**src/histEqPkg.sv**
```systemverilog
//##########################################################
// Histogram equalizer shared definitions
// Image geometry, pixel depth and count widths used by the
// counting, CDF and remap engines and by the testbench
//##########################################################
package histEqPkg;

  // Pixel depth and number of histogram bins
  localparam int PIXEL_BITS = 8;
  localparam int BIN_COUNT = 256;

  // Image memory organisation
  localparam int WORD_BITS = 128;
  localparam int PIXELS_PER_WORD = 16;
  localparam int IMAGE_WORDS = 4;
  localparam int PIXEL_COUNT = 64;

  // Index of one pixel within the image
  localparam int PIXEL_INDEX_BITS = $clog2(PIXEL_COUNT);

  // Bin counts and CDF values, room for far larger images
  localparam int COUNT_BITS = 20;

  // Image and output memory address
  localparam int ADDR_BITS = 16;

endpackage

```
**src/cdfBuilder.sv**
```systemverilog
`timescale 1ns/1ps
//##########################################################
// CDF builder
// Sweeps the 256 bins in order, writes the running sum
// back in place and latches the smallest nonzero CDF
//##########################################################
module cdfBuilder (
  input  logic                             clock,
  input  logic                             rst_n,
  input  logic                             start,
  output logic [histEqPkg::PIXEL_BITS-1:0] binReadAddr,
  input  logic [histEqPkg::COUNT_BITS-1:0] binReadData,
  output logic                             binWrite,
  output logic [histEqPkg::PIXEL_BITS-1:0] binWriteAddr,
  output logic [histEqPkg::COUNT_BITS-1:0] binWriteData,
  output logic                             busy,
  output logic                             done,
  output logic                             cdfValid,
  output logic [histEqPkg::COUNT_BITS-1:0] cdfMin
);

  import histEqPkg::*;

  logic                  reading;
  logic [PIXEL_BITS-1:0] readBin;
  logic                  dataValid;
  logic [PIXEL_BITS-1:0] dataBin;
  logic                  dataLast;
  logic [COUNT_BITS-1:0] runningSum;
  logic [COUNT_BITS-1:0] nextSum;
  logic                  writeValid;
  logic [PIXEL_BITS-1:0] writeBin;

  assign nextSum = runningSum + binReadData;
  assign dataLast = dataValid && dataBin == PIXEL_BITS'(BIN_COUNT - 1);

  assign binReadAddr = readBin;
  // Sum register already holds the CDF of writeBin
  assign binWrite = writeValid;
  assign binWriteAddr = writeBin;
  assign binWriteData = runningSum;

  always_ff @(posedge clock or negedge rst_n) begin
    if (!rst_n) begin
      busy <= 1'b0;
      reading <= 1'b0;
      readBin <= '0;
      dataValid <= 1'b0;
      writeValid <= 1'b0;
      runningSum <= '0;
      done <= 1'b0;
      cdfValid <= 1'b0;
      cdfMin <= '0;
    end else begin
      dataValid <= reading;
      writeValid <= dataValid;
      done <= dataLast;
      if (start && !busy) begin
        busy <= 1'b1;
        reading <= 1'b1;
        readBin <= '0;
        runningSum <= '0;
        cdfValid <= 1'b0;
        cdfMin <= '0;
      end else begin
        if (reading) begin
          readBin <= readBin + 1'b1;
          if (readBin == PIXEL_BITS'(BIN_COUNT - 1)) begin
            reading <= 1'b0;
          end
        end
        if (dataValid) begin
          runningSum <= nextSum;
          // Sum never falls, so the first nonzero one is the minimum
          if (cdfMin == '0 && nextSum != '0) begin
            cdfMin <= nextSum;
          end
        end
        if (dataLast) begin
          cdfValid <= 1'b1;
        end
        if (done) begin
          busy <= 1'b0;
        end
      end
    end
  end

  always_ff @(posedge clock) begin
    dataBin <= readBin;
    writeBin <= dataBin;
  end

endmodule

```
**config.mk**
```make
export PLATFORM = sky130hd
export DESIGN_NAME = cdfBuilder
export DESIGN_NICKNAME = d
export VERILOG_FILES = /design/src/histEqPkg.sv /design/src/cdfBuilder.sv
export SDC_FILE = /design/constraint.sdc
export NUM_CORES = 1
export LEC_CHECK = 0
export BUFFER_PORTS_ARGS = -buffer_cell sky130_fd_sc_hd__buf_2
export CORE_ASPECT_RATIO = 0.6
export CORE_MARGIN = 10
export CORE_UTILIZATION = 50
export CTS_BUF_LIST = sky130_fd_sc_hd__clkbuf_4 sky130_fd_sc_hd__clkbuf_8
export DETAILED_ROUTE_END_ITERATION = 8
export GPL_ROUTABILITY_DRIVEN = 0
export PLACE_DENSITY = 0.83
export SLEW_MARGIN = 20
export SYNTH_ARGS = -nofsm -noshare
export SYNTH_HDL_FRONTEND = slang
export SYNTH_SLANG_ARGS = --single-unit
```
**constraint.sdc**
```tcl
create_clock -name clock -period 3.2 [get_ports clock]
set_input_delay 0.48 -clock clock [delete_from_list [all_inputs] [get_ports clock]]
set_output_delay 0.48 -clock clock [all_outputs]
set_load 0.005 [all_outputs]
```
======== Yosys cells after proc, flatten, opt, wreduce, memory -nomap -nowiden ========
Cells that the tools add are included.
word-level totals
  word-level logic and storage cells ...... 41
  input bits .............................. 23
  output and inout port bits .............. 60
  register bits after elaboration ......... 70
operators by class
  muxes and demuxes ....................... 14
  equal/unequal tests ..................... 2
  reduce and logical (&&, ||, !) cells .... 12
  $add $sub $neg .......................... 2
operators with widths
  cell                 number
  $mux 20              5
  $add 20x20->20       1
  $logic_not 20->1     1
  $reduce_bool 20->1   1
  $eq 8x8->1 const B   2
  $mux 8               2
  $reduce_bool 2->1    5
  $add 8x1->8 const B  1
  $mux 1               7
  $logic_and 1x1->1    3
  $reduce_and 2->1     1
  $logic_not 1->1      1

======== Longest topological paths before layout ========
  depth in word-level cells ............... 6
  gate-level depth with buffers ........... 9
  gate-level depth less buffers ........... 9

======== Least setup slack after synthesis ========
No wires, ideal clock.
  path type ............................... input-to-reg
  start ................................... input binReadData[0] in the netlist's numbering
  end ..................................... register runningSum[18] (netlist: binWriteData[18])
  stages .................................. 9
  path buffers ............................ 0
  library setup time ...................... 125 ps
  arrival time ............................ 2325 ps
  path slack .............................. 750 ps
  required time ........................... 3075 ps
  cells stage by stage .................... ha_1 -> fa_1 -> a21o_1 -> a221oi_2 -> o211ai_2 -> a41oi_2 -> o31ai_1 -> xnor2_1 -> o21ai_1
between the ends
  longest elaborated chain between the ends .. 3
ends and longest elaborated chain
  item                  line              text
  from (decl)           cdfBuilder.sv:12  input logic [histEqPkg::COUNT_BITS-1:0] binReadData,
  $add 20x20->20        cdfBuilder.sv:34  assign nextSum = runningSum + binReadData;
  $mux 20               cdfBuilder.sv:72  if (dataValid) begin
  $mux 20               cdfBuilder.sv:58  if (start && !busy) begin
  to (signal assigned)  cdfBuilder.sv:73  runningSum <= nextSum;
  to (decl)             cdfBuilder.sv:29  logic [COUNT_BITS-1:0] runningSum;
Every way passes these cells. The select of a mux whose other input is x is not followed.
A chain may end at the register's enable or synchronous reset.

======== Final worst setup path ========
  start ................................... register runningSum[0] (netlist: binWriteData[0])
  end ..................................... register runningSum[16] (netlist: binWriteData[16])
between the ends
  longest elaborated chain between the ends .. 3
ends and longest elaborated chain
  item            line
  $add 20x20->20  cdfBuilder.sv:34
  $mux 20         cdfBuilder.sv:72
  $mux 20         cdfBuilder.sv:58
Every way passes these cells. The select of a mux whose other input is x is not followed.

==> results.py <==
metrics = {
    "setup_path": {
        "rrSetupSlack_ps": 520,
        "worst_setup_path_end_kind": "flip-flop",
        "worst-setup-path-type": "reg2reg",
        "critical_path.slowest_cell": "sky130_fd_sc_hd__dfrtp_1",
        "timing.critical_path.required_ps": 3440,
        "startpoint_of_the_most_critical_register_to_register_path": "binWriteData[0]",
        "worstRegToRegCells": 9,
        "worst-path-max-fanout": 4,
        "worst_setup_path_start_kind": "flip-flop",
        "max_stage_delay_ps": 410,
        "regToRegEndpoint": "binWriteData[16]",
        "timing.critical_path.arrival_ps": 2920,
        "critical_path.cell_chain": "ha_1 > fa_1 > a21o_1 > a221oi_2 > o211ai_2 > a21oi_1 > o22ai_1 > nand4b_1 > o211ai_1",
    },
    "cells_and_area": {
        "area_delta_synth_final_pct": 20.0,
        "multiInputGateArea_mm2": 0.00174,
        "finalNetCount": 478,
        "filler_cell_count": 571,
        "layout_commonest_cell": "sky130_fd_sc_hd__buf_2",
        "seqCellArea_mm2": 0.00167,
        "most-common-layout-cells": "82 x sky130_fd_sc_hd__buf_2, 54 x sky130_fd_sc_hd__dfrtp_1, 46 x sky130_fd_sc_hd__nor2_1",
        "stdcell_count": 526,
        "number_of_diodes_added_for_antenna_fixing": 0,
        "final_layout_size_suffix_gt1_frac": 0.262,
    },
    "cts": {
        "cts_hold_repair.buffers": 0,
        "cts_tree": "yes",
        "postCtsSetupRepairBufs": 0,
        "clock-sinks": 70,
        "cts.reportedPaths.clkPinSlew_ps": 90,
        "cts_resized": 0,
        "cts_buffers": 9,
        "cts_htree_levels": 3,
        "clkLatencyLatePin_ps": 360,
        "clockBufferDepth": 2,
        "clock-root-buffer": "sky130_fd_sc_hd__clkbuf_8",
    },
    "synth": {
        "mapped_avg_cell_area_um2": 9.91,
        "number_of_enable_type_register_cells_in_the_synthesized_netlist": 0,
        "ys_dominant_reg_cell": "sky130_fd_sc_hd__dfrtp_1",
        "synth_cell_types": 50,
        "cell_area_after_technology_mapping_mm2": 0.00350,
        "portion_of_the_post_synthesis_area_used_by_sequential_elements": 0.478,
        "postSynthRegisterBits": 70,
        "synth.yosys.warnings": 0,
        "syn_inst": 353,
        "syn_nets": 397,
        "synth-async-reset-ratio": 0.771,
    },
    "global_route": {
        "global_route.usage.total": 0.182,
        "initial_antenna_violation_count": 0,
        "grt_pass1_wl_um": 15900,
        "grt_max_degree": 42,
        "gr-total-overflow": 0,
        "first_global_vias": 3055,
    },
    "placed_design": {
        "placedCellCount": 510,
        "place.port_buffers": 82,
        "preCtsSetupSlack_ps": 360,
        "detailedPlacementHpwl_um": 7330,
    },
    "sta": {
        "finalClockSkew_ps": 12.8,
        "timing.final.crit_share": 0.838,
        "finalSetupTns_ps": 0,
        "finalMaxSlewViolations": 0,
        "timing.max_slew.rel_slack": 0.487,
        "report.final.setup_viol": 0,
        "period_needed_ps": 2680,
        "setup_slack_ps": 518,
        "hold_viol_final": 0,
        "worst-slew-pin-transition_ps": 769,
        "max_freq_ghz": 0.373,
        "final_worst_hold_slack_ps": 36.6,
        "grt_setup_unrepaired": "no",
    },
    "route": {
        "first_pass_iters": 5,
        "final_antenna_net_count": 0,
        "route.detailed.drc": 0,
        "wl_um": 9840,
        "route.detailed.vias_per_inst": 5.85,
        "via_count": 3077,
        "routed_wire_length_per_instance_um": 18.7,
        "drt-initial-drc-count": 302,
    },
    "floorplan": {
        "dieArea_mm2": 0.0108,
        "floorplan.die.width_um": 128,
        "ioPinCount": 83,
        "dieHeight_um": 84.8,
        "initial_core_util": 0.519,
        "placeable_area_mm2": 0.00673,
        "core.rowCount": 23,
    },
    "power": {
        "pwr_density_cell_mw_per_mm2": 1160,
        "finalPower_mw": 4.88,
        "leakage_nw": 2.11,
        "vdd_ir_drop_max_mv": 0.538,
    },
    "worst_hold_path": {
        "worst_hold_path_type": "in2async",
    },
    "job": {
        "drv.max_cap_violation_count": 0,
    },
    "run_status": {
        "run_status": "completed",
    },
}
[worst max-delay path by stage]
stage	cells after the start	start	slack (ps)	endpoint
2_1_floorplan	9	binReadData[0]	750	binWriteData[18]
3_3_place_gp	10	binReadData[0]	480	binWriteData[18]
3_5_place_dp	10	binReadData[0]	360	binWriteData[16]
4_1_cts	9	binWriteData[0]	560	binWriteData[16]
5_1_grt	9	binWriteData[0]	400	binWriteData[16]
6_report	9	binWriteData[0]	520	binWriteData[16]
[critical path, delay by kind of cell, from the launching register on]
kind	cells	cell delay, ps
AO/OA/AOI/OAI	6	1390
adder cells (fa/ha/maj)	2	630
flip-flops	1	410
AND/OR/NAND/NOR	1	140
[registers in the layout, summed over array words and instances (netlist names)]
signal and count:
binWriteData 20, cdfMin 20, binReadAddr 8, binWriteAddr 8
dataBin 8, binWrite 1, busy 1, cdfValid 1
dataValid 1, done 1, reading 1
[where the power goes]
part / internal, mW / switching (mW)
clock: 0.454 / 0.366
combinational: 1.03 / 1.37
sequential: 1.31 / 0.349
total: 2.79 / 2.08
[Yosys cell counts, types with 8 or more instances]
master	instances	area, um2
sky130_fd_sc_hd__mux2i_1	14	140
sky130_fd_sc_hd__clkbuf_1	9	33.8
sky130_fd_sc_hd__a21oi_1	38	190
sky130_fd_sc_hd__dfxtp_1	16	320
sky130_fd_sc_hd__nand4_1	8	50.1
sky130_fd_sc_hd__xor2_1	11	96.3
sky130_fd_sc_hd__ha_1	20	250
sky130_fd_sc_hd__o21ai_0	15	75.1
sky130_fd_sc_hd__nand3_1	10	50.1
sky130_fd_sc_hd__nand2_1	28	105
sky130_fd_sc_hd__nor2_1	46	173
sky130_fd_sc_hd__xnor2_1	10	87.6
sky130_fd_sc_hd__dfrtp_1	54	1350
sky130_fd_sc_hd__a21o_1	10	75.1
[cells by family (layout without fill, tap and decap cells)]
group                    Yosys count  count (layout)  share of synthesized area
AO/OA/AOI/OAI                     85              85                      0.154
AND/OR/NAND/NOR                  121             121                      0.169
adder cells (fa/ha/maj)           21              21                     0.0773
buffers and inverters             20             106                     0.0243
flip-flops                        70              70                      0.478
multiplexers                      15              15                     0.0444
XOR/XNOR                          21              21                     0.0526
[cell type report]
class	count	area share
multi-input cells	263	0.415
well taps	87	0.0259
clock buffers	10	0.0313
repair buffers	85	0.103
inverters	5	0.00447
flip-flops and latches	70	0.398
clock inverters	6	0.0224
[through the flow]
stage	area [um2]	util
floorplan	3500	-
global placement	3970	0.590
detailed placement	3970	0.590
CTS	4200	0.623
global route	4200	0.623
finish	4200	0.623
[metal layers]
| metal | wire length, um | track usage | vias to the layer above |
|---|---|---|---|
| li1 | - | - | 1424 |
| met1 | 4460 | 0.245 | 1476 |
| met2 | 4230 | 0.259 | 156 |
| met3 | 955 | 0.0672 | 21 |
| met4 | 191 | 0.0692 | 0 |
| met5 | 0 | 0 | - |
No activity file was read; power rests on OpenSTA's default activity.
