### src/histEqPkg.sv
//##########################################################
// Histogram equalizer shared definitions
// Image geometry, pixel depth and count widths used by the
// counting, CDF and remap engines and by the testbench
//##########################################################
package histEqPkg;

  // Pixel depth and number of histogram bins
  localparam int PIXEL_BITS = 8;
  localparam int BIN_COUNT = 256;

  // Image memory organisation
  localparam int WORD_BITS = 128;
  localparam int PIXELS_PER_WORD = 16;
  localparam int IMAGE_WORDS = 4;
  localparam int PIXEL_COUNT = 64;

  // Index of one pixel within the image
  localparam int PIXEL_INDEX_BITS = $clog2(PIXEL_COUNT);

  // Bin counts and CDF values, room for far larger images
  localparam int COUNT_BITS = 20;

  // Image and output memory address
  localparam int ADDR_BITS = 16;

endpackage

### src/pixelRemap.sv
`timescale 1ns/1ps
//##########################################################
// Pixel remap
// Reads the image again, maps each pixel through the CDF
// and packs 16 equalized pixels per output word
//##########################################################
module pixelRemap (
  input  logic                             clock,
  input  logic                             rst_n,
  input  logic                             start,
  input  logic [histEqPkg::COUNT_BITS-1:0] cdfMin,
  output logic [histEqPkg::ADDR_BITS-1:0]  imageReadAddr,
  input  logic [histEqPkg::WORD_BITS-1:0]  imageReadData,
  output logic [histEqPkg::PIXEL_BITS-1:0] binReadAddr,
  input  logic [histEqPkg::COUNT_BITS-1:0] binReadData,
  output logic                             outWrite,
  output logic [histEqPkg::ADDR_BITS-1:0]  outWriteAddr,
  output logic [histEqPkg::WORD_BITS-1:0]  outWriteData,
  output logic                             busy,
  output logic                             done
);

  import histEqPkg::*;

  logic                        issuing;
  logic [PIXEL_INDEX_BITS-1:0] issueIdx;
  logic                        fetchValid;
  logic [PIXEL_INDEX_BITS-1:0] fetchIdx;
  logic                        lookValid;
  logic [PIXEL_INDEX_BITS-1:0] lookIdx;
  logic                        wordDone;

  // Equalization arithmetic
  logic [COUNT_BITS-1:0]            span;
  logic [COUNT_BITS+PIXEL_BITS-1:0] scaled;
  logic [PIXEL_BITS-1:0]            eqValue;

  logic [WORD_BITS-1:0] packWord;
  logic [WORD_BITS-1:0] nextWord;

  assign imageReadAddr = ADDR_BITS'(issueIdx / PIXELS_PER_WORD);
  assign binReadAddr = imageReadData[(fetchIdx % PIXELS_PER_WORD) * PIXEL_BITS +: PIXEL_BITS];

  // (cdf - cdfMin) * 255 / (pixels - cdfMin)
  assign span = COUNT_BITS'(PIXEL_COUNT) - cdfMin;
  assign scaled = (COUNT_BITS + PIXEL_BITS)'(binReadData - cdfMin)
                * (COUNT_BITS + PIXEL_BITS)'(BIN_COUNT - 1);

  always_comb begin
    // Flat image leaves nothing to spread
    if (span == '0) begin
      eqValue = '0;
    end else begin
      eqValue = PIXEL_BITS'(scaled / (COUNT_BITS + PIXEL_BITS)'(span));
    end
    nextWord = packWord;
    nextWord[(lookIdx % PIXELS_PER_WORD) * PIXEL_BITS +: PIXEL_BITS] = eqValue;
  end

  assign wordDone = lookValid && (lookIdx % PIXELS_PER_WORD) == PIXELS_PER_WORD - 1;

  always_ff @(posedge clock or negedge rst_n) begin
    if (!rst_n) begin
      busy <= 1'b0;
      issuing <= 1'b0;
      issueIdx <= '0;
      fetchValid <= 1'b0;
      lookValid <= 1'b0;
      outWrite <= 1'b0;
      done <= 1'b0;
    end else begin
      fetchValid <= issuing;
      lookValid <= fetchValid;
      outWrite <= wordDone;
      done <= lookValid && lookIdx == PIXEL_INDEX_BITS'(PIXEL_COUNT - 1);
      if (start && !busy) begin
        busy <= 1'b1;
        issuing <= 1'b1;
        issueIdx <= '0;
      end else begin
        if (issuing) begin
          issueIdx <= issueIdx + 1'b1;
          if (issueIdx == PIXEL_INDEX_BITS'(PIXEL_COUNT - 1)) begin
            issuing <= 1'b0;
          end
        end
        if (done) begin
          busy <= 1'b0;
        end
      end
    end
  end

  // Lane packing and word output
  always_ff @(posedge clock) begin
    fetchIdx <= issueIdx;
    lookIdx <= fetchIdx;
    if (lookValid) begin
      packWord <= nextWord;
    end
    if (wordDone) begin
      outWriteAddr <= ADDR_BITS'(lookIdx / PIXELS_PER_WORD);
      outWriteData <= nextWord;
    end
  end

endmodule

### config.mk
export PLATFORM = sky130hd
export DESIGN_NAME = pixelRemap
export DESIGN_NICKNAME = d
export VERILOG_FILES = /design/src/histEqPkg.sv /design/src/pixelRemap.sv
export SDC_FILE = /design/constraint.sdc
export NUM_CORES = 2
export LEC_CHECK = 0
export BUFFER_PORTS_ARGS = -buffer_cell sky130_fd_sc_hd__buf_2
export CAP_MARGIN = 10
export CORE_MARGIN = 1
export CORE_UTILIZATION = 45
export CTS_CLUSTER_SIZE = 8
export DETAILED_ROUTE_END_ITERATION = 8
export GPL_TIMING_DRIVEN = 0
export HOLD_SLACK_MARGIN = 0.12
export PLACE_DENSITY = 0.67
export SLEW_MARGIN = 20
export SYNTH_ARGS = -nofsm -noshare
export SYNTH_HDL_FRONTEND = slang
export SYNTH_SLANG_ARGS = --single-unit
### constraint.sdc
create_clock -name clock -period 8.66 [get_ports clock]
set_input_delay 1.732 -clock clock [delete_from_list [all_inputs] [get_ports clock]]
set_output_delay 1.732 -clock clock [all_outputs]
set_load 0.005 [all_outputs]
# After elaboration in Yosys (flattened, before gate mapping)
# Cells that the tools add are included.
# classes
n_mul	1
n_addsub	4
muxes	9
div_mod_pow	1
eq_ne	3
n_reduce_logical	7
shift	3
# op_table
cell	count
128-bit bitwise mux	1
8-bit by 34-bit variable shift with 128-bit output (first input constant)	1
128-bit by 8-bit variable part select with 8-bit output	1
8-bit by 34-bit variable part select with 128-bit output	1
7-bit negation with 34-bit output	1
28-bit by 20-bit divider with 28-bit output	1
21-bit by 9-bit multiplier with 28-bit output (second input constant)	1
20-bit by 20-bit subtractor with 21-bit output	1
20-bit logical NOT	1
7-bit by 20-bit subtractor with 20-bit output (first input constant)	1
6-bit == test (second input constant)	2
6-bit 2-to-1 mux	2
8-bit 2-to-1 mux	1
6-bit by 1-bit adder with 6-bit output (second input constant)	1
1-bit 2-to-1 mux	5
4-bit == test (second input constant)	1
2-bit nonzero test	2
1-bit logical AND	3
1-bit logical NOT	1
# word_totals
regBits	282
output_inout_bits	171
elab_cells	40

# Logic depth before layout (Yosys ltp)
# depth
word_depth	6
mapped_depth	377

# Worst setup path after synthesis
# No wires, ideal clock.
# synth_timing
path_type	input-to-reg
from	input port cdfMin[6] (netlist name)
to	register outWriteData[104] (netlist name) (data pin)
arrival_time_ps	75698
path_stages	353
path_slack_ps	-67311
path_cell_list	buf_2 > inv_1 > ha_1 > a21o_1 > or3_1 > o21ai_0 > nor2b_1 > o21ai_0 > nand2b_1 > a21o_1 > a21o_1 > a21o_1 > a21o_1 > xnor2_1 > inv_1 > fa_1 > inv_1 > fa_1 > (+317 left out) > o21ai_0 > nand2b_1 > a21oi_1 > nor2b_1 > o21ai_0 > nand2b_1 > a21oi_1 > nor2b_1 > o21ai_0 > nand2b_1 > a21oi_1 > nor3_1 > a211oi_1 > o21ai_0 > a311oi_1 > o2111a_2 > buf_6 > a31oi_4
# synth_via
elab_chain_len	6
word_cells_on_any_way	8
# synth_lines
element	line_no	source
start, declared	pixelRemap.sv:11	input logic [histEqPkg::COUNT_BITS-1:0] cdfMin,
20-bit by 20-bit subtractor with 21-bit output	pixelRemap.sv:46	assign scaled = (COUNT_BITS + PIXEL_BITS)'(binReadData - cdfMin)
21-bit by 9-bit multiplier with 28-bit output	pixelRemap.sv:47	* (COUNT_BITS + PIXEL_BITS)'(BIN_COUNT - 1);
28-bit by 20-bit divider with 28-bit output	pixelRemap.sv:54	eqValue = PIXEL_BITS'(scaled / (COUNT_BITS + PIXEL_BITS)'(span));
8-bit 2-to-1 mux *	pixelRemap.sv:51	if (span == '0) begin
8-bit by 34-bit variable part select with 128-bit output *	pixelRemap.sv:57	nextWord[(lookIdx % PIXELS_PER_WORD) * PIXEL_BITS +: PIXEL_BITS] = eqValue;
128-bit bitwise mux *	pixelRemap.sv:57	
net nextWord[104]	pixelRemap.sv:39	logic [WORD_BITS-1:0] nextWord;
end signal, assigned	pixelRemap.sv:103	outWriteData <= nextWord;
end, declared	pixelRemap.sv:18	output logic [histEqPkg::WORD_BITS-1:0] outWriteData,
# The timed path passes the listed nets; every way through them passes the cells marked *.
# A chain may end at the register's enable or synchronous reset.

# Worst setup path in the final report
# layout_timing
from	input port cdfMin[6] (netlist name)
to	register outWriteData[24] (netlist name) (data pin)
# The elaborated chain is that of the path after synthesis.

==> reports/qor_table.md <==
| Quantity | Value | Unit |
|---|---|---|
| Status | finished, violations left | - |
| Violations in the final reports | negative setup slack | - |
| Number of detailed-routing iterations run before antenna repair | 6 | - |
| Max-cap check violation count | 0 | - |
| Maximum number of pins on one net before global-route repair | 58 | - |
| Filler cells | 6,550 | - |
| Worst R2R End | packWord[32] | - |
| Worst hold path endpoint | lookIdx[5] | - |
| Number of global-route vias before repair | 38,040 | - |
| TritonCTS clock tree | done | - |
| Class of the tightest hold or removal check | reg2reg | - |
| Crit-path max cell delay | 750 | ps |
| Fmax | 0.01391 | GHz |
| Setup violation total in the final timing report | 256 | - |
| Worst slack at placement | -72,190 | ps |
| Clock net sink count | 282 | - |
| Setup slack of the most critical reg-to-reg path | 5170 | ps |
| Depth of the CTS H-tree | 2 | - |
| Initial core utilization | 45.49 | % |
| Crit path capture type | register | - |
| Startpoint kind of the worst setup timing path | primary input | - |
| Average cell area after synthesis | 8.668 | sq um |
| Average via count per standard cell | 6.174 | - |
| Sum of negative setup slack | -13,185,400 | ps |
| Deepest clock path buffer count | 3 | - |
| Count of boundary I/O pins | 342 | - |
| Type of the setup path with the least slack | in2reg | - |
| Number of cells produced by synthesis | 4,309 | - |
| Weighted congestion at the end of routability-driven global placement | 0.9453 | - |
| Y dimension of the die | 290.1 | um |
| Worst-skew pair later-pin latency | 520 | ps |
| Antenna violations before repair | 3 | - |
| Port Buffer Count | 308 | - |
| Combinational family with the most area after synthesis | compound AO/OA/AOI/OAI gates | - |
| Maximum fanout count along the critical path | 10 | - |
| Aggregate global routing overflow | 0 | - |
| Simple logic cell fraction of the synthesized area | 18.39 | % |
| DRC errors left | 0 | - |
| Required time at the endpoint of the critical path | 8860 | ps |
| Die outline area | 84,150 | sq um |
| Number of routed nets with antenna violations | 0 | - |
| Share of the synthesized area in compound gates (AO/OA/AOI/OAI) | 20.72 | % |
| Total length of routed wires | 145,000 | um |
| First-pass GRT wire length | 210,100 | um |
| Startpoint of the lowest-slack register-to-register path | lookIdx[0] | - |
| Routed length per instance | 22.47 | um |
| Most used flip-flop cell after synthesis | edfxtp_1 | - |
| Setup repair after global routing missed its margin | yes | - |
| Mapped Area | 37,350 | sq um |
| Slowest cell on the critical path | a31oi_1 | - |
| Number of warnings issued by yosys | 0 | - |
| Layout Skew | 31.54 | ps |
| Vias | 39,840 | - |
| Core footprint | 82,110 | sq um |
| Diode count | 0 | - |
| Clock Root Buffer | clkbuf_16 | - |
| Cell depth of the worst min-delay path | 0 | - |
| Max_slew headroom | 14.98 | % |
| Library cell appearing most often on the critical path | buf_4 | - |
| Cts bufs inserted | 41 | - |
| Post-route fraction of the period consumed by the critical path | 830.4 | % |
| Area added between synthesis and finish | 38.93 | % |
| Count of standard-cell rows | 105 | - |
| Final hold violation count | 0 | - |
| Number of cells on the worst reg-to-reg path | 8 | - |
| XOR/XNOR Fraction of Synth Area | 6.305 | % |
| Post-synth EDFFs | 258 | - |
| Share of synthesized area occupied by flip-flops and latches | 22.19 | % |
| Fraction of synthesis flops using an asynchronous set or reset pin | 4.255 | % |
| Total of flip-flops plus latches after synthesis | 282 | - |
| Final worst setup slack | -63,250 | ps |
| Violation count after the first detailed-routing iteration | 3,603 | - |
| Post-DP HPWL | 98,680 | um |
| Final Net Count | 6,081 | - |
| Mux cell area share after synthesis | 7.625 | % |
| Overall routing resource usage | 31.29 | % |
| Post-synth cell types | 108 | - |
| CP Data Arrival Time | 72,110 | ps |
| Worst hold start | fetchIdx[5] | - |
| Transition at the pin with the smallest max-transition slack | 1269 | ps |
| Floorplan die width | 290.1 | um |
| Clk slew on worst S/H paths | 50 | ps |
| Time the final worst path needs with I/O delays and setup | 71,910 | ps |
| Layout cells sized above 1 | 35.74 | % |
| Adder-cell area share of the yosys netlist | 20.09 | % |
| Final slew viol count | 0 | - |
## per-layer routing
metal / up-vias / GRT usage (%) / wire, um / part of all wire [%]
li1: 18110 / - / - / -
met1: 19100 / 39.74 / 58090 / 40
met2: 2022 / 52.60 / 66850 / 46
met3: 615 / 4.236 / 11200 / 7.7
met4: 4 / 14.56 / 8803 / 6.1
met5: - / 0 / 23 / 0.016
## worst max path at each step
stage               slack [ps]                to  startpoint  cells after the start
global placement        -71880  outWriteData[40]   cdfMin[0]                    342
floorplan               -58480  outWriteData[40]   cdfMin[6]                    353
finish                  -63250  outWriteData[24]   cdfMin[6]                    381
global route            -65250  outWriteData[24]   cdfMin[6]                    359
CTS                     -60870  outWriteData[88]   cdfMin[6]                    354
detailed placement      -72190  outWriteData[80]   cdfMin[0]                    342
## state kept, by name (all words and copies together) (netlist names)
name and flops:
packWord 128, lookValid 1, done 1, busy 1, outWrite 1, fetchIdx 6
issueIdx 6, lookIdx 6, fetchValid 1, issuing 1, outWriteAddr 2, outWriteData 128
## worst max-delay path: cells and delay by family
kind,cells,cell delay [ps]
xor+xnor,5,850
simple gates,86,15740
fa+ha+maj,32,8990
compound gates,146,28700
mux,6,1790
buf+inv,106,14170
## through the flow
step                      hold WS [ps]  utilization (%)  instances  area (sq um)
final                            322.2            63.20       6453         51890
after global placement           310.6            50.72       5714         41640
after floorplan                  309.6                -       4336         38760
after detailed placement         312.1            51.35       5740         42160
after CTS                        324.5            60.36       6315         49560
after global routing             329.2            63.20       6453         51890
## cells by family (layout without fill, tap and decap cells)
kind of cell             count (synthesis)  after routing
AND/OR/NAND/NOR                       1422           1423
other                                    1             28
flip-flops                             282            282
multiplexers                           217            217
XOR/XNOR                               268            268
buffers and inverters                  423           1469
adder cells (fa/ha/maj)                545            545
AO/OA/AOI/OAI                         1151           1151
## synthesized netlist by cell type, types with 87 or more instances
cell type	count	share of area [%]
mux2_2	124	3.7
fa_1	92	4.9
nand3_1	99	1.3
nand2_1	403	4.1
a21oi_1	281	3.8
xor2_1	99	2.3
o21ai_0	243	3.3
clkbuf_1	87	0.87
inv_1	267	2.7
o21a_1	132	2.7
edfxtp_1	258	21
xnor2_1	168	3.9
nor2_1	360	3.6
nor3_1	145	1.9
ha_1	450	15
## layout make-up
type | count | area, sq um | share of cell area (%)
Clock buffer | 56 | 1104 | 2.127
Clock inverter | 2 | 25.02 | 0.04823
Multi-Input combinational cell | 3632 | 31560 | 60.82
Sequential cell | 282 | 8292 | 15.98
Buffer | 144 | 1393 | 2.684
Inverter | 270 | 1028 | 1.982
Tap cell | 1070 | 1339 | 2.580
Timing Repair Buffer | 997 | 7152 | 13.78
## cells in the final DEF, fill, tap and decap left out, types with 45 or more instances in the layout
master and instances:
a21oi_2 48, mux2_2 103, nand4_1 65, o21ai_1 52, buf_2 311, clkbuf_1 54
nor3_1 135, nand2_1 367, o21a_1 128, clkbuf_16 59, ha_4 77, o21ai_0 153
a21oi_1 216, fa_1 90, buf_4 674, xnor2_1 148, edfxtp_1 258, a21o_1 84
nor2b_1 54, ha_1 359, nor2_1 317, nand3_1 78, nand2b_1 45, xor2_1 89
inv_1 245
## timing repair
item,CTS,global route
pin swaps,325,285
resized for setup,407,261
cloned,5,1
hold buffers,0,0
setup buffers,522,145
endpoints found under the setup margin,256,256
Power is left out: the tool's default activity adds up to more than one toggle a clock period on the data nets, which glitch-free logic cannot reach.
