`src/histEqPkg.sv`:
```
//##########################################################
// Histogram equalizer shared definitions
// Image geometry, pixel depth and count widths used by the
// counting, CDF and remap engines and by the testbench
//##########################################################
package histEqPkg;

  // Pixel depth and number of histogram bins
  localparam int PIXEL_BITS = 8;
  localparam int BIN_COUNT = 256;

  // Image memory organisation
  localparam int WORD_BITS = 128;
  localparam int PIXELS_PER_WORD = 16;
  localparam int IMAGE_WORDS = 4;
  localparam int PIXEL_COUNT = 64;

  // Index of one pixel within the image
  localparam int PIXEL_INDEX_BITS = $clog2(PIXEL_COUNT);

  // Bin counts and CDF values, room for far larger images
  localparam int COUNT_BITS = 20;

  // Image and output memory address
  localparam int ADDR_BITS = 16;

endpackage

```
`src/histCounter.sv`:
```
`timescale 1ns/1ps
//##########################################################
// Histogram counter
// Fetch, read and accumulate pipeline that counts every
// pixel into the bin scratchpad, forwarding counts still
// in flight so repeated pixel values never stall
//##########################################################
module histCounter (
  input  logic                             clock,
  input  logic                             rst_n,
  input  logic                             start,
  input  logic [histEqPkg::WORD_BITS-1:0]  imageReadData,
  output logic [histEqPkg::ADDR_BITS-1:0]  imageReadAddr,
  output logic [histEqPkg::PIXEL_BITS-1:0] binReadAddr,
  input  logic [histEqPkg::COUNT_BITS-1:0] binReadData,
  output logic                             binWrite,
  output logic [histEqPkg::PIXEL_BITS-1:0] binWriteAddr,
  output logic [histEqPkg::COUNT_BITS-1:0] binWriteData,
  output logic                             busy,
  output logic                             done
);

  import histEqPkg::*;

  // One pixel issued per cycle
  logic                        issuing;
  logic [PIXEL_INDEX_BITS-1:0] issueIdx;

  // Fetch stage
  logic                        fetchValid;
  logic                        fetchLast;
  logic [PIXEL_INDEX_BITS-1:0] fetchIdx;

  // Read stage
  logic                  readValid;
  logic                  readLast;
  logic [PIXEL_BITS-1:0] readBin;
  logic [COUNT_BITS-1:0] readCount;

  // Accumulate stage
  logic                  accValid;
  logic                  accLast;
  logic [PIXEL_BITS-1:0] accBin;
  logic [COUNT_BITS-1:0] accBase;
  logic [COUNT_BITS-1:0] accSum;

  // Write issued the cycle before
  logic                  prevValid;
  logic [PIXEL_BITS-1:0] prevBin;
  logic [COUNT_BITS-1:0] prevSum;

  // Word of the issued pixel returns one cycle later
  assign imageReadAddr = ADDR_BITS'(issueIdx / PIXELS_PER_WORD);

  // Lane select on the returned word
  assign binReadAddr = imageReadData[(fetchIdx % PIXELS_PER_WORD) * PIXEL_BITS +: PIXEL_BITS];

  // Current write beats last cycle's write
  always_comb begin
    if (accValid && accBin == readBin) begin
      readCount = accSum;
    end else if (prevValid && prevBin == readBin) begin
      readCount = prevSum;
    end else begin
      readCount = binReadData;
    end
  end

  assign accSum = accBase + COUNT_BITS'(1);

  assign binWrite = accValid;
  assign binWriteAddr = accBin;
  assign binWriteData = accSum;

  always_ff @(posedge clock or negedge rst_n) begin
    if (!rst_n) begin
      busy <= 1'b0;
      issuing <= 1'b0;
      issueIdx <= '0;
    end else begin
      if (start && !busy) begin
        busy <= 1'b1;
        issuing <= 1'b1;
        issueIdx <= '0;
      end else begin
        if (issuing) begin
          issueIdx <= issueIdx + 1'b1;
          if (issueIdx == PIXEL_INDEX_BITS'(PIXEL_COUNT - 1)) begin
            issuing <= 1'b0;
          end
        end
        // Busy drops the cycle after done
        if (done) begin
          busy <= 1'b0;
        end
      end
    end
  end

  // Stage valids and the end marker
  always_ff @(posedge clock or negedge rst_n) begin
    if (!rst_n) begin
      fetchValid <= 1'b0;
      fetchLast <= 1'b0;
      readValid <= 1'b0;
      readLast <= 1'b0;
      accValid <= 1'b0;
      accLast <= 1'b0;
      prevValid <= 1'b0;
      done <= 1'b0;
    end else begin
      fetchValid <= issuing;
      fetchLast <= issuing && issueIdx == PIXEL_INDEX_BITS'(PIXEL_COUNT - 1);
      readValid <= fetchValid;
      readLast <= fetchLast;
      accValid <= readValid;
      accLast <= readLast;
      prevValid <= accValid;
      done <= accLast;
    end
  end

  always_ff @(posedge clock) begin
    fetchIdx <= issueIdx;
    readBin <= binReadAddr;
    accBin <= readBin;
    accBase <= readCount;
    prevBin <= accBin;
    prevSum <= accSum;
  end

endmodule

```
`config.mk`:
```
export PLATFORM = sky130hd
export DESIGN_NAME = histCounter
export DESIGN_NICKNAME = d
export VERILOG_FILES = /design/src/histEqPkg.sv /design/src/histCounter.sv
export SDC_FILE = /design/constraint.sdc
export NUM_CORES = 1
export LEC_CHECK = 0
export BUFFER_PORTS_ARGS = -buffer_cell sky130_fd_sc_hd__buf_2
export CORE_ASPECT_RATIO = 1.2
export CORE_MARGIN = 8
export CORE_UTILIZATION = 46
export DETAILED_ROUTE_END_ITERATION = 12
export PLACE_DENSITY = 0.92
export RECOVER_POWER = 25
export SYNTH_ARGS = -nofsm -noshare
export SYNTH_HDL_FRONTEND = slang
export SYNTH_SLANG_ARGS = --single-unit
```
`constraint.sdc`:
```
create_clock -name clock -period 3.3 [get_ports clock]
set_clock_uncertainty 0.1 [all_clocks]
set_input_delay 0.66 -clock clock [delete_from_list [all_inputs] [get_ports clock]]
set_output_delay 0.66 -clock clock [all_outputs]
set_load 0.01 [all_outputs]
```
Word-level counts from Yosys, hierarchy flattened
Cells that the tools add are included.
{ "totals": {"latchBits": 0, "n_memories": 0, "ram_bits": 0, "out_inout_bits": 55, "regBits": 84, "word_cells": 39, "in_bits": 151, "mem_bits_ro": 0} }
{ "op_classes": {"magnitude_cmp": 0, "n_reduce_logical": 7, "n_bitwise": 0, "addsub": 2, "muxes": 9, "div": 0, "mul": 0, "shifts": 1, "eq_ne": 3} }
{ "ops": {"columns": ["cell", "n"], "rows": [
  ["128-bit by 8-bit variable part select with 8-bit output", 1],
  ["20-bit two-way mux", 2],
  ["20-bit by 1-bit adder with 20-bit output, second input constant", 1],
  ["8-bit equality test", 2],
  ["6-bit two-way mux", 2],
  ["6-bit by 1-bit adder with 6-bit output, second input constant", 1],
  ["6-bit equality test, second input constant", 1],
  ["1-bit two-way mux", 5],
  ["1-bit logical AND", 4],
  ["2-bit nonzero test", 2],
  ["1-bit logical NOT", 1]
]} }

Depth between registers and ports, before layout
Gate-level depths: netlist of run 1.
{ "logic_depth": {"depth_word": 4, "mapped_depth": 6} }

Worst setup path after synthesis of run 1
No wires, ideal clock.
{ "synth_path": {"kind": "register to output", "start": "register fetchIdx[0]", "end": "output port binReadAddr[0] (netlist name)", "slack_ps": 697, "stages_incl_launch_ff": 5, "arrival_ps": 1843, "path_cell_list": "dfxtp_1 -> clkbuf_1 -> buf_2 -> mux4_2 -> mux4_2"} }
{ "synth_between": {"elab_chain_len": 1} }
{ "synth_lines": {"columns": ["item", "line_no", "rtl"], "rows": [
  ["start, declared", "histCounter.sv:32", "logic [PIXEL_INDEX_BITS-1:0] fetchIdx;"],
  ["start signal, assigned", "histCounter.sv:124", "fetchIdx <= issueIdx;"],
  ["128-bit by 8-bit variable part select with 8-bit output", "histCounter.sv:56", "assign binReadAddr = imageReadData[(fetchIdx % PIXELS_PER_WORD) * PIXEL_BITS +: PIXEL_BITS];"],
  ["end, declared", "histCounter.sv:14", "output logic [histEqPkg::PIXEL_BITS-1:0] binReadAddr,"]
]} }
No other way between the ends.

Worst setup path after layout of run 1
{ "layout_path": {"start": "register accBase[6]", "end": "output port binWriteData[19] (netlist name)"} }
{ "layout_between": {"elab_chain_len": 1} }
{ "layout_lines": {"columns": ["item", "line_no", "rtl"], "rows": [
  ["start, declared", "histCounter.sv:44", "logic [COUNT_BITS-1:0] accBase;"],
  ["start signal, assigned", "histCounter.sv:127", "accBase <= readCount;"],
  ["20-bit by 1-bit adder with 20-bit output", "histCounter.sv:69", "assign accSum = accBase + COUNT_BITS'(1);"],
  ["end, declared", "histCounter.sv:18", "output logic [histEqPkg::COUNT_BITS-1:0] binWriteData,"]
]} }
No other way between the ends.

==> results of run 1 <==
-- how the worst max path moves through the flow --
| stage | to | startpoint | cells after the start |
|---|---|---|---|
| global route | binWriteData[19] | accBase[6] | 5 |
| global placement | binReadAddr[5] | imageReadData[69] | 4 |
| floorplan | binReadAddr[0] | fetchIdx[0] | 4 |
| finish | binWriteData[19] | accBase[6] | 5 |
| CTS | binReadAddr[5] | fetchIdx[0] | 4 |
| detailed placement | binReadAddr[2] | imageReadData[66] | 4 |
-- per-stage QoR --
stage / power (W) / instances / area [um^2]
CTS: 0.00421 / 615 / 5250
detailed placement: 0.00348 / 599 / 5060
global route: 0.00439 / 615 / 5250
floorplan: 0.00288 / 317 / 4110
finish: 0.00415 / 616 / 5250
global placement: 0.00341 / 599 / 5060
-- flip-flops by register name, summed over array words and instances, names as in the netlist --
name / cells
readBin: 8
fetchLast: 1
readLast: 1
fetchValid: 1
readValid: 1
binWrite: 1
busy: 1
prevSum: 20
accLast: 1
done: 1
prevBin: 8
accBase: 20
fetchIdx: 4
issueIdx: 6
binWriteAddr: 8
issuing: 1
prevValid: 1
-- logic make-up after synthesis --
kind of cell / share of synthesized area
flip-flops: 0.433
XOR/XNOR: 0.0819
AND/OR/NAND/NOR: 0.0822
multiplexers: 0.333
other: 0.000923
adder cells (fa/ha/maj): 0.00616
AO/OA/AOI/OAI: 0.0129
buffers and inverters: 0.0499
-- power by group through the flow --
stage	registers, W	logic [W]	clock network [W]
2_1_floorplan	0.00156	0.00132	0
3_3_place_gp	0.00162	0.00179	0
3_5_place_dp	0.00165	0.00182	0
4_1_cts	0.00163	0.00183	0.000743
5_1_grt	0.00168	0.00194	0.000780
6_report	0.00162	0.00180	0.000723
-- routing by layer --
metal / part of all wire / track usage / vias up
met5: 0 / 0 / -
met4: 0.028 / 0.0812 / 0
met3: 0.11 / 0.0798 / 26
met2: 0.49 / 0.331 / 184
met1: 0.37 / 0.224 / 1535
li1: - / - / 1470
-- final cells by class --
type	count	area (um^2)
timing repair buffer	194	990
sequential	84	1760
clock inverter	5	61.3
tap	117	146
clock buffer	11	131
multi-input combinational	201	2150
inverter	3	11.3
antenna	1	2.50
fill	675	3310
-- worst max-delay path, delay by kind of cell (launching register included) --
kind          cells  cell delay, ns
xor+xnor          1            0.24
simple gates      3            1.03
buf+inv           1            0.19
flops             1            0.39
-- cells in the final DEF, fill, tap and decap left out, drive strengths merged, types with 5 or more instances in the layout --
cell type,instances
dfrtp,16
xor2,12
mux2,32
nand4,6
and3,9
dfxtp,68
conb,14
clkbuf,12
buf,193
nor3,5
mux4,40
xnor2,26
nand3,9
a21oi,8
nand2,12
nor2,10
==> results.md, run 1 <==
* Post-CTS Setup Repair Bufs at 0
* CTS Sinks at 84
* Core area at 8560 um^2
* Post-Route Setup TNS at 0 ns
* Post-synth ARST share at 0.190
* Synth Instances at 304
* Hold buffers post-CTS at 0
* Post-layout min period at 2.99 ns
* Max-Slew Margin vs Limit at 0.451
* Initial antenna violation count at 0
* Final setup viols at 0
* Flop pwr share at 0.392
* TritonCTS clock tree: built
* Die width at 102 um
* Number of remaining DRC errors at 0
* Largest net degree at the start of global routing at 33
* FF-to-FF End: accBase[12]
* Clock power share at 0.174
* Cell variety after synth at 33
* Hold Slack at 0.248 ns
* CP max FO at 5
* Pwr per Cell Area at 789 nW/um^2
* Tcrit/Tclk final at 0.906
* Net Switching at 0.00146 W
* Cell leakage power at 2.44 nW
* HP Start: accLast
* DR iter-0 viols at 138
* Synth Flop Type: dfxtp_1
* RePlAce Congestion at 0.862
* Internal power at 0.00269 W
* Worst slew pin tran at 0.823 ns
* First-pass GRT wire length at 18,500 um
* R2R depth at 5
* Rows at 37
* Maximum VDD drop at 0.000386 V
* Largest stage delay, worst path at 0.55 ns
* Die height at 119 um
* Global Route Usage Sum at 0.201
* Skew-Pair Late Insertion Delay at 0.36 ns
* Clock buffer depth at 2
* Port Buffers at 191
* Ranking of synthesized cells by area: dfxtp_1 33%, mux4_2 22%, dfrtp_1 9.9%
* Syn. warnings at 0
* I/O pin total at 206
* Synth top area share at 0.335
* Area growth syn-to-layout at 29.3%
* Cell with the most instances after synthesis: dfxtp_1
* Endpoint type of the worst setup path: output port
* Max Transition Viols Final at 0
* RSZ-0062 raised after global routing: no
* Die ar. at 12,100 um^2
* Comb pwr share at 0.434
* Final wirelength at 12,000 um
* Critical path type: register to output port
* Sw frac at 0.352
* Syn avg cell area at 13.4 um^2
* Nets at 646
* Htree depth at 3
* Antenna Nets Post-Route at 0
* MaxCap Viol Count at 0
* Post-DP HPWL at 10,000 um
* Worst Path Arrival at 2.23 ns
* FMAX at 335 MHz
* Inserted Clock Buffers at 9
* Outcome: finished, final reports clean
* Mapped cell area at 4060 um^2
* Pre-CTS setup slack at 0.585 ns
* Initial Utilization at 0.475
* Via Count at 3,215
* RR Startpoint: readBin[1]
* Via/cell ratio at 5.22
* R2r setup slk at 1.22 ns
* FF+latch count, synth at 84
* EDFF count, synth at 0
* Leading area contributor after synthesis: dfxtp_1
* Clk pin slew, worst setup/hold paths at 0.08 ns
* Hold Vio Cnt, Final at 0
* Post-layout util at 0.613
* Wire per inst at 19.5 um
* CP max-delay cell: nor4_2
* Post_cts resized at 0
* Req. time, crit path at 2.54 ns
* Worst setup margin at 0.311 ns
* Layout cells sized above 1 at 0.572
* Worst Hold Endpoint: done
* Sequential area share after synthesis at 0.433
* Clock Tree Root: clkbuf_8
* Vias in the first global route at 3,602
* Total grt overflow at 0
* CP Cell Sequence: nand3_1, nor4_2, and3_1, xor2_1, buf_2
* Worst setup SP type: register
* Worst Hold Depth at 0
* Worst hold path type: register to register
* Synth cell count leaders: 68 x dfxtp_1, 40 x mux4_2, 26 x xnor2_1
* Drt first pass iters at 4
No activity file was read; power rests on OpenSTA's default activity.
==> inputs of run 2 (changes only) <==
--- a/config.mk
+++ b/config.mk
@@ -6,7 +6,6 @@
 export NUM_CORES = 1
 export LEC_CHECK = 0
 export BUFFER_PORTS_ARGS = -buffer_cell sky130_fd_sc_hd__buf_2
-export CORE_ASPECT_RATIO = 1.2
 export CORE_MARGIN = 8
 export CORE_UTILIZATION = 46
 export DETAILED_ROUTE_END_ITERATION = 12
==> run 2 against run 1 <==
Net effect: largest cell class unchanged; first-iteration DRC count decreased by 14%; maximum frequency decreased by 3.2%; utilization increased by 0.13 points; routed wire length decreased by 0.58%; critical endpoint is now binReadAddr[4]; sequential share of layout area decreased by 0.35 points; clock-buffer cell count decreased by 1; largest power group unchanged; critical path depth decreased by 1; sequential power about the same; via count about the same; total power increased by 3.6%; die area decreased by 0.10%.
==> results.md, run 2 (synthesis gave the netlist of run 1 again) <==
* Top cell by count, worst path: mux4_2
* Antenna Nets Post-Route at 0
* Clk pin slew, worst setup/hold paths at 0.08 ns
* Max-Slew Margin vs Limit at 0.439
* Largest stage delay, worst path at 0.54 ns
* Largest regs: accBase x20, prevSum x20
* Clock buffer depth at 2
* Wire per inst at 19.6 um
* Pwr Total at 0.00429 W
* Post-CTS Setup Repair Bufs at 0
* Req. time, crit path at 2.54 ns
* Nets at 650
* Number of remaining DRC errors at 0
* Commonest non-fill, non-tap cells in the layout: 190 x buf_2, 67 x dfxtp_1, 40 x mux4_2
* Initial antenna violation count at 2
* Die width at 110 um
* Commonest non-fill, non-tap cell in the layout: buf_2
* Worst Path Arrival at 2.33 ns
* RePlAce Congestion at 0.854
* Area growth syn-to-layout at 30.6%
* Port Buffers at 191
* Initial Utilization at 0.471
* Worst path top cell family by delay: multiplexers
* Post-layout min period at 3.09 ns
* Tcrit/Tclk final at 0.935
* CP Cell Sequence: buf_4, mux4_2, mux4_2, buf_2
* Die height at 110 um
* Via Count at 3,217
* Clock Tree Root: clkbuf_8
* Worst setup SP type: register
* Maximum VDD drop at 0.000372 V
* TritonCTS clock tree: built
* Crit path buf inv count at 2
* Endpoint type of the worst setup path: output port
* Hold Vio Cnt, Final at 0
* Global Route Usage Sum at 0.201
* Max Transition Viols Final at 0
* Final setup viols at 0
* DR iter-0 viols at 118
* Rows at 34
* Vias in the first global route at 3,598
* Cell leakage power at 2.48 nW
* I/O pin total at 206
* CP max FO at 11
* Largest net degree at the start of global routing at 33
* Hold buffers post-CTS at 0
* RSZ-0062 raised after global routing: no
* Drt first pass iters at 4
* CTS Sinks at 84
* Die ar. at 12,100 um^2
* Core area at 8640 um^2
* MaxCap Viol Count at 0
* Via/cell ratio at 5.26
* Post-Route Setup TNS at 0 ns
* Worst slew pin tran at 0.841 ns
* FMAX at 324 MHz
* Inserted Clock Buffers at 9
* First-pass GRT wire length at 18,600 um
* Skew-Pair Late Insertion Delay at 0.35 ns
* Outcome: finished, final reports clean
* Post_cts resized at 0
* Post-DP HPWL at 9870 um
* Worst hold path type: register to register
* Layout cells sized above 1 at 0.578
* Htree depth at 3
* Critical path type: register to output port
* Final wirelength at 12,000 um
* Pwr per Cell Area at 809 nW/um^2
* CP max-delay cell: dfxtp_2
* Hold Slack at 0.253 ns
* Total grt overflow at 0
==> run 2: changes by cell type in the layout (fill, tap and decap cells not counted), sizes merged <==
cell | before | now
clkinvlp | 3 | 1
clkinv | 0 | 1
buf | 193 | 197
clkbuf | 12 | 11
bufinv | 1 | 3
diode | 1 | 2
==> run 2: metrics by stage <==
stage	utilization	area (um^2)	std cells	worst slack, ns
after floorplan	-	4110	317	0.697
after global placement	0.587	5070	594	0.610
after detailed placement	0.587	5070	594	0.576
after CTS	0.614	5310	610	0.182
after global routing	0.615	5310	612	0.0889
final	0.615	5310	612	0.213
==> run 2: per-layer routing <==
metal	part of all wire	vias to the layer above	global-route usage	wire length [um]
li1	-	1483	-	-
met4	0.029	0	0.0935	353
met5	0	-	0	0
met3	0.095	26	0.0744	1140
met1	0.36	1547	0.211	4300
met2	0.52	161	0.351	6180
==> run 2: path summary, 6_finish.rpt <==
check | from | endpoint | slack, ns | cells past startpoint
setup / recovery | fetchIdx[0] | binReadAddr[4] | 0.21 | 4
hold / removal | fetchValid | readValid | 0.25 | 0
setup reg to reg | readBin[1] | accBase[1] | 1.20 | 5
hold reg to reg | fetchValid | readValid | 0.25 | 0
max in group asynchronous | rst_n | fetchValid | 2.30 | 1
min in group asynchronous | rst_n | issueIdx[4] | 0.28 | 1
==> run 2: power breakdown <==
group	switching (W)	internal [W]	total [W]
sequential	0.000316	0.00134	0.00165
combinational	0.000764	0.00101	0.00178
clock	0.000361	0.000504	0.000865
total	0.00144	0.00285	0.00429
==> run 2: area by class of cell <==
type / instances / area [um^2]
sequential: 84 / 1760
clock buffer: 10 / 128
inverter: 3 / 11.3
multi-input combinational: 201 / 2150
timing repair buffer: 198 / 1010
antenna: 2 / 5.00
tap: 108 / 135
clock inverter: 6 / 111
fill: 682 / 3330
==> inputs of run 3 (changes only) <==
--- a/config.mk
+++ b/config.mk
@@ -7,9 +7,9 @@
 export LEC_CHECK = 0
 export BUFFER_PORTS_ARGS = -buffer_cell sky130_fd_sc_hd__buf_2
 export CORE_MARGIN = 8
-export CORE_UTILIZATION = 46
+export CORE_UTILIZATION = 49
 export DETAILED_ROUTE_END_ITERATION = 12
-export PLACE_DENSITY = 0.92
+export PLACE_DENSITY = 0.95
 export RECOVER_POWER = 25
 export SYNTH_ARGS = -nofsm -noshare
 export SYNTH_HDL_FRONTEND = slang
==> constraint.sdc (replaced) <==
create_clock -name clock -period 4 [get_ports clock]
set_clock_uncertainty 0.1 [all_clocks]
set_input_delay 0.8 -clock clock [delete_from_list [all_inputs] [get_ports clock]]
set_output_delay 0.8 -clock clock [all_outputs]
set_load 0.01 [all_outputs]
==> run 3 against run 2 <==
Net effect: total power fell by 19%; clock-buffer cell count shrank 1; sequential power down 15%; highest routed layer unchanged; combinational power is 21% lower; largest cell class unchanged; final area is 0.90% lower; sequential cell count did not move; clock power fell by 23%; critical path depth stayed put.
==> results.md, run 3 (synthesis gave the netlist of run 1 again) <==
* Outcome: finished, final reports clean
* Net Switching at 0.00120 W
* Multi-input logic area at 2150 um^2
* Internal power at 0.00227 W
* Clock buffer depth at 2
* DR iter-0 viols at 94
* Nets at 647
* Max-Slew Margin vs Limit at 0.444
* Post-DP HPWL at 9780 um
* Max Transition Viols Final at 0
* Worst hold path type: register to register
* Comb pwr share at 0.402
* Total grt overflow at 0
* Tcrit/Tclk final at 0.898
* Hold Vio Cnt, Final at 0
* MaxCap Viol Count at 0
* Worst slew pin tran at 0.834 ns
* Endpoint type of the worst setup path: output port
* CP Cell Sequence: buf_4, mux4_2, mux4_2, buf_2
* Via Count at 3,136
* Worst setup SP type: register
* Cells after DPL at 588
* Sw frac at 0.345
* Final setup viols at 0
* Placement Cell Area at 5040 um^2
* Area growth syn-to-layout at 29.5%
* Initial Utilization at 0.500
* Via/cell ratio at 5.19
* Port Buffers at 191
* Cell leakage power at 2.46 nW
* Antenna Nets Post-Route at 0
* Htree depth at 3
* Final std cells w/o fill at 604
* Clock power share at 0.192
* First-pass GRT wire length at 18,800 um
* Global Route Usage Sum at 0.209
* Post-layout min period at 3.59 ns
* Inserted Clock Buffers at 9
* Skew-Pair Late Insertion Delay at 0.36 ns
* Largest net degree at the start of global routing at 33
* RSZ-0062 raised after global routing: no
* Final wirelength at 11,600 um
* Core area at 8130 um^2
* CP max FO at 26
* Worst path top cell family by delay: multiplexers
* Die height at 107 um
* Crit path buf inv count at 2
* Layout cells sized above 1 at 0.577
* Commonest non-fill, non-tap cell in the layout: buf_2
* Maximum VDD drop at 0.000389 V
* I/O pin total at 206
* Drt first pass iters at 4
* Clock Tree Root: clkbuf_8
* Die ar. at 11,500 um^2
* Largest stage delay, worst path at 0.87 ns
* Critical path type: register to output port
* Pre-CTS setup slack at 0.757 ns
* Post_cts resized at 0
* Register area at 1760 um^2
* Largest regs: accBase x20, prevSum x20
* Post-CTS Setup Repair Bufs at 0
* Initial antenna violation count at 0
* TritonCTS clock tree: built
* Clk pin slew, worst setup/hold paths at 0.09 ns
* Rows at 33
* Req. time, crit path at 3.10 ns
* Worst setup margin at 0.410 ns
* Worst Path Arrival at 2.69 ns
* RePlAce Congestion at 0.839
* Post-Route Setup TNS at 0 ns
* Flop pwr share at 0.406
* # diodes at 0
* Pwr per Cell Area at 660 nW/um^2
* Number of remaining DRC errors at 0
* Wire per inst at 19.3 um
* Top cell by count, worst path: mux4_2
* FMAX at 279 MHz
* Final Cell Area at 5260 um^2
* Commonest non-fill, non-tap cells in the layout: 190 x buf_2, 67 x dfxtp_1, 40 x mux4_2
* CP max-delay cell: dfxtp_2
* Pwr Total at 0.00347 W
* Hold buffers post-CTS at 0
* Vias in the first global route at 3,754
* Die width at 107 um
* Layout fillers at 614
* CTS Sinks at 84
[run 3: cell types whose count changed in the layout (fill, tap and decap cells not counted), sizes merged]
cell,delta
buf,-3
diode,-2
bufinv,-1
clkbuf,-1
clkinv,+1
inv,+1
[run 3: power groups by stage]
| stage | logic, W | clock network, W | registers [W] |
|---|---|---|---|
| finish | 0.00140 | 0.000667 | 0.00141 |
| global route | 0.00150 | 0.000719 | 0.00146 |
| CTS | 0.00141 | 0.000685 | 0.00142 |
| detailed placement | 0.00140 | 0 | 0.00144 |
| global placement | 0.00135 | 0 | 0.00141 |
| floorplan | 0.00109 | 0 | 0.00129 |
[run 3: layout make-up]
cell class,instances,area share
inverter,3,0.00214
sequential,84,0.335
multi-input combinational,201,0.408
clock buffer,9,0.0235
tap,105,0.0250
timing repair buffer,195,0.187
clock inverter,7,0.0188
[run 3: final timing paths]
path | depth (start not counted) | startpoint | to | slack, ns
setup / recovery | 4 | fetchIdx[0] | binReadAddr[3] | 0.41
hold / removal | 0 | fetchValid | readValid | 0.25
setup reg to reg | 3 | fetchIdx[0] | readBin[0] | 1.61
hold reg to reg | 0 | fetchValid | readValid | 0.25
max in group asynchronous | 1 | rst_n | issueIdx[1] | 2.87
min in group asynchronous | 1 | rst_n | busy | 0.41
[run 3: per-layer routing]
layer,share of wire,up-vias,global-route usage
met5,0,-,0
met4,0.016,0,0.0633
met3,0.090,17,0.0774
met2,0.53,142,0.380
met1,0.36,1497,0.217
li1,-,1480,-
[run 3: through the flow]
step | util | hold WS [ns]
detailed placement | 0.620 | 0.240
CTS | 0.647 | 0.232
floorplan | - | 0.231
global route | 0.647 | 0.266
global placement | 0.620 | 0.234
finish | 0.647 | 0.249
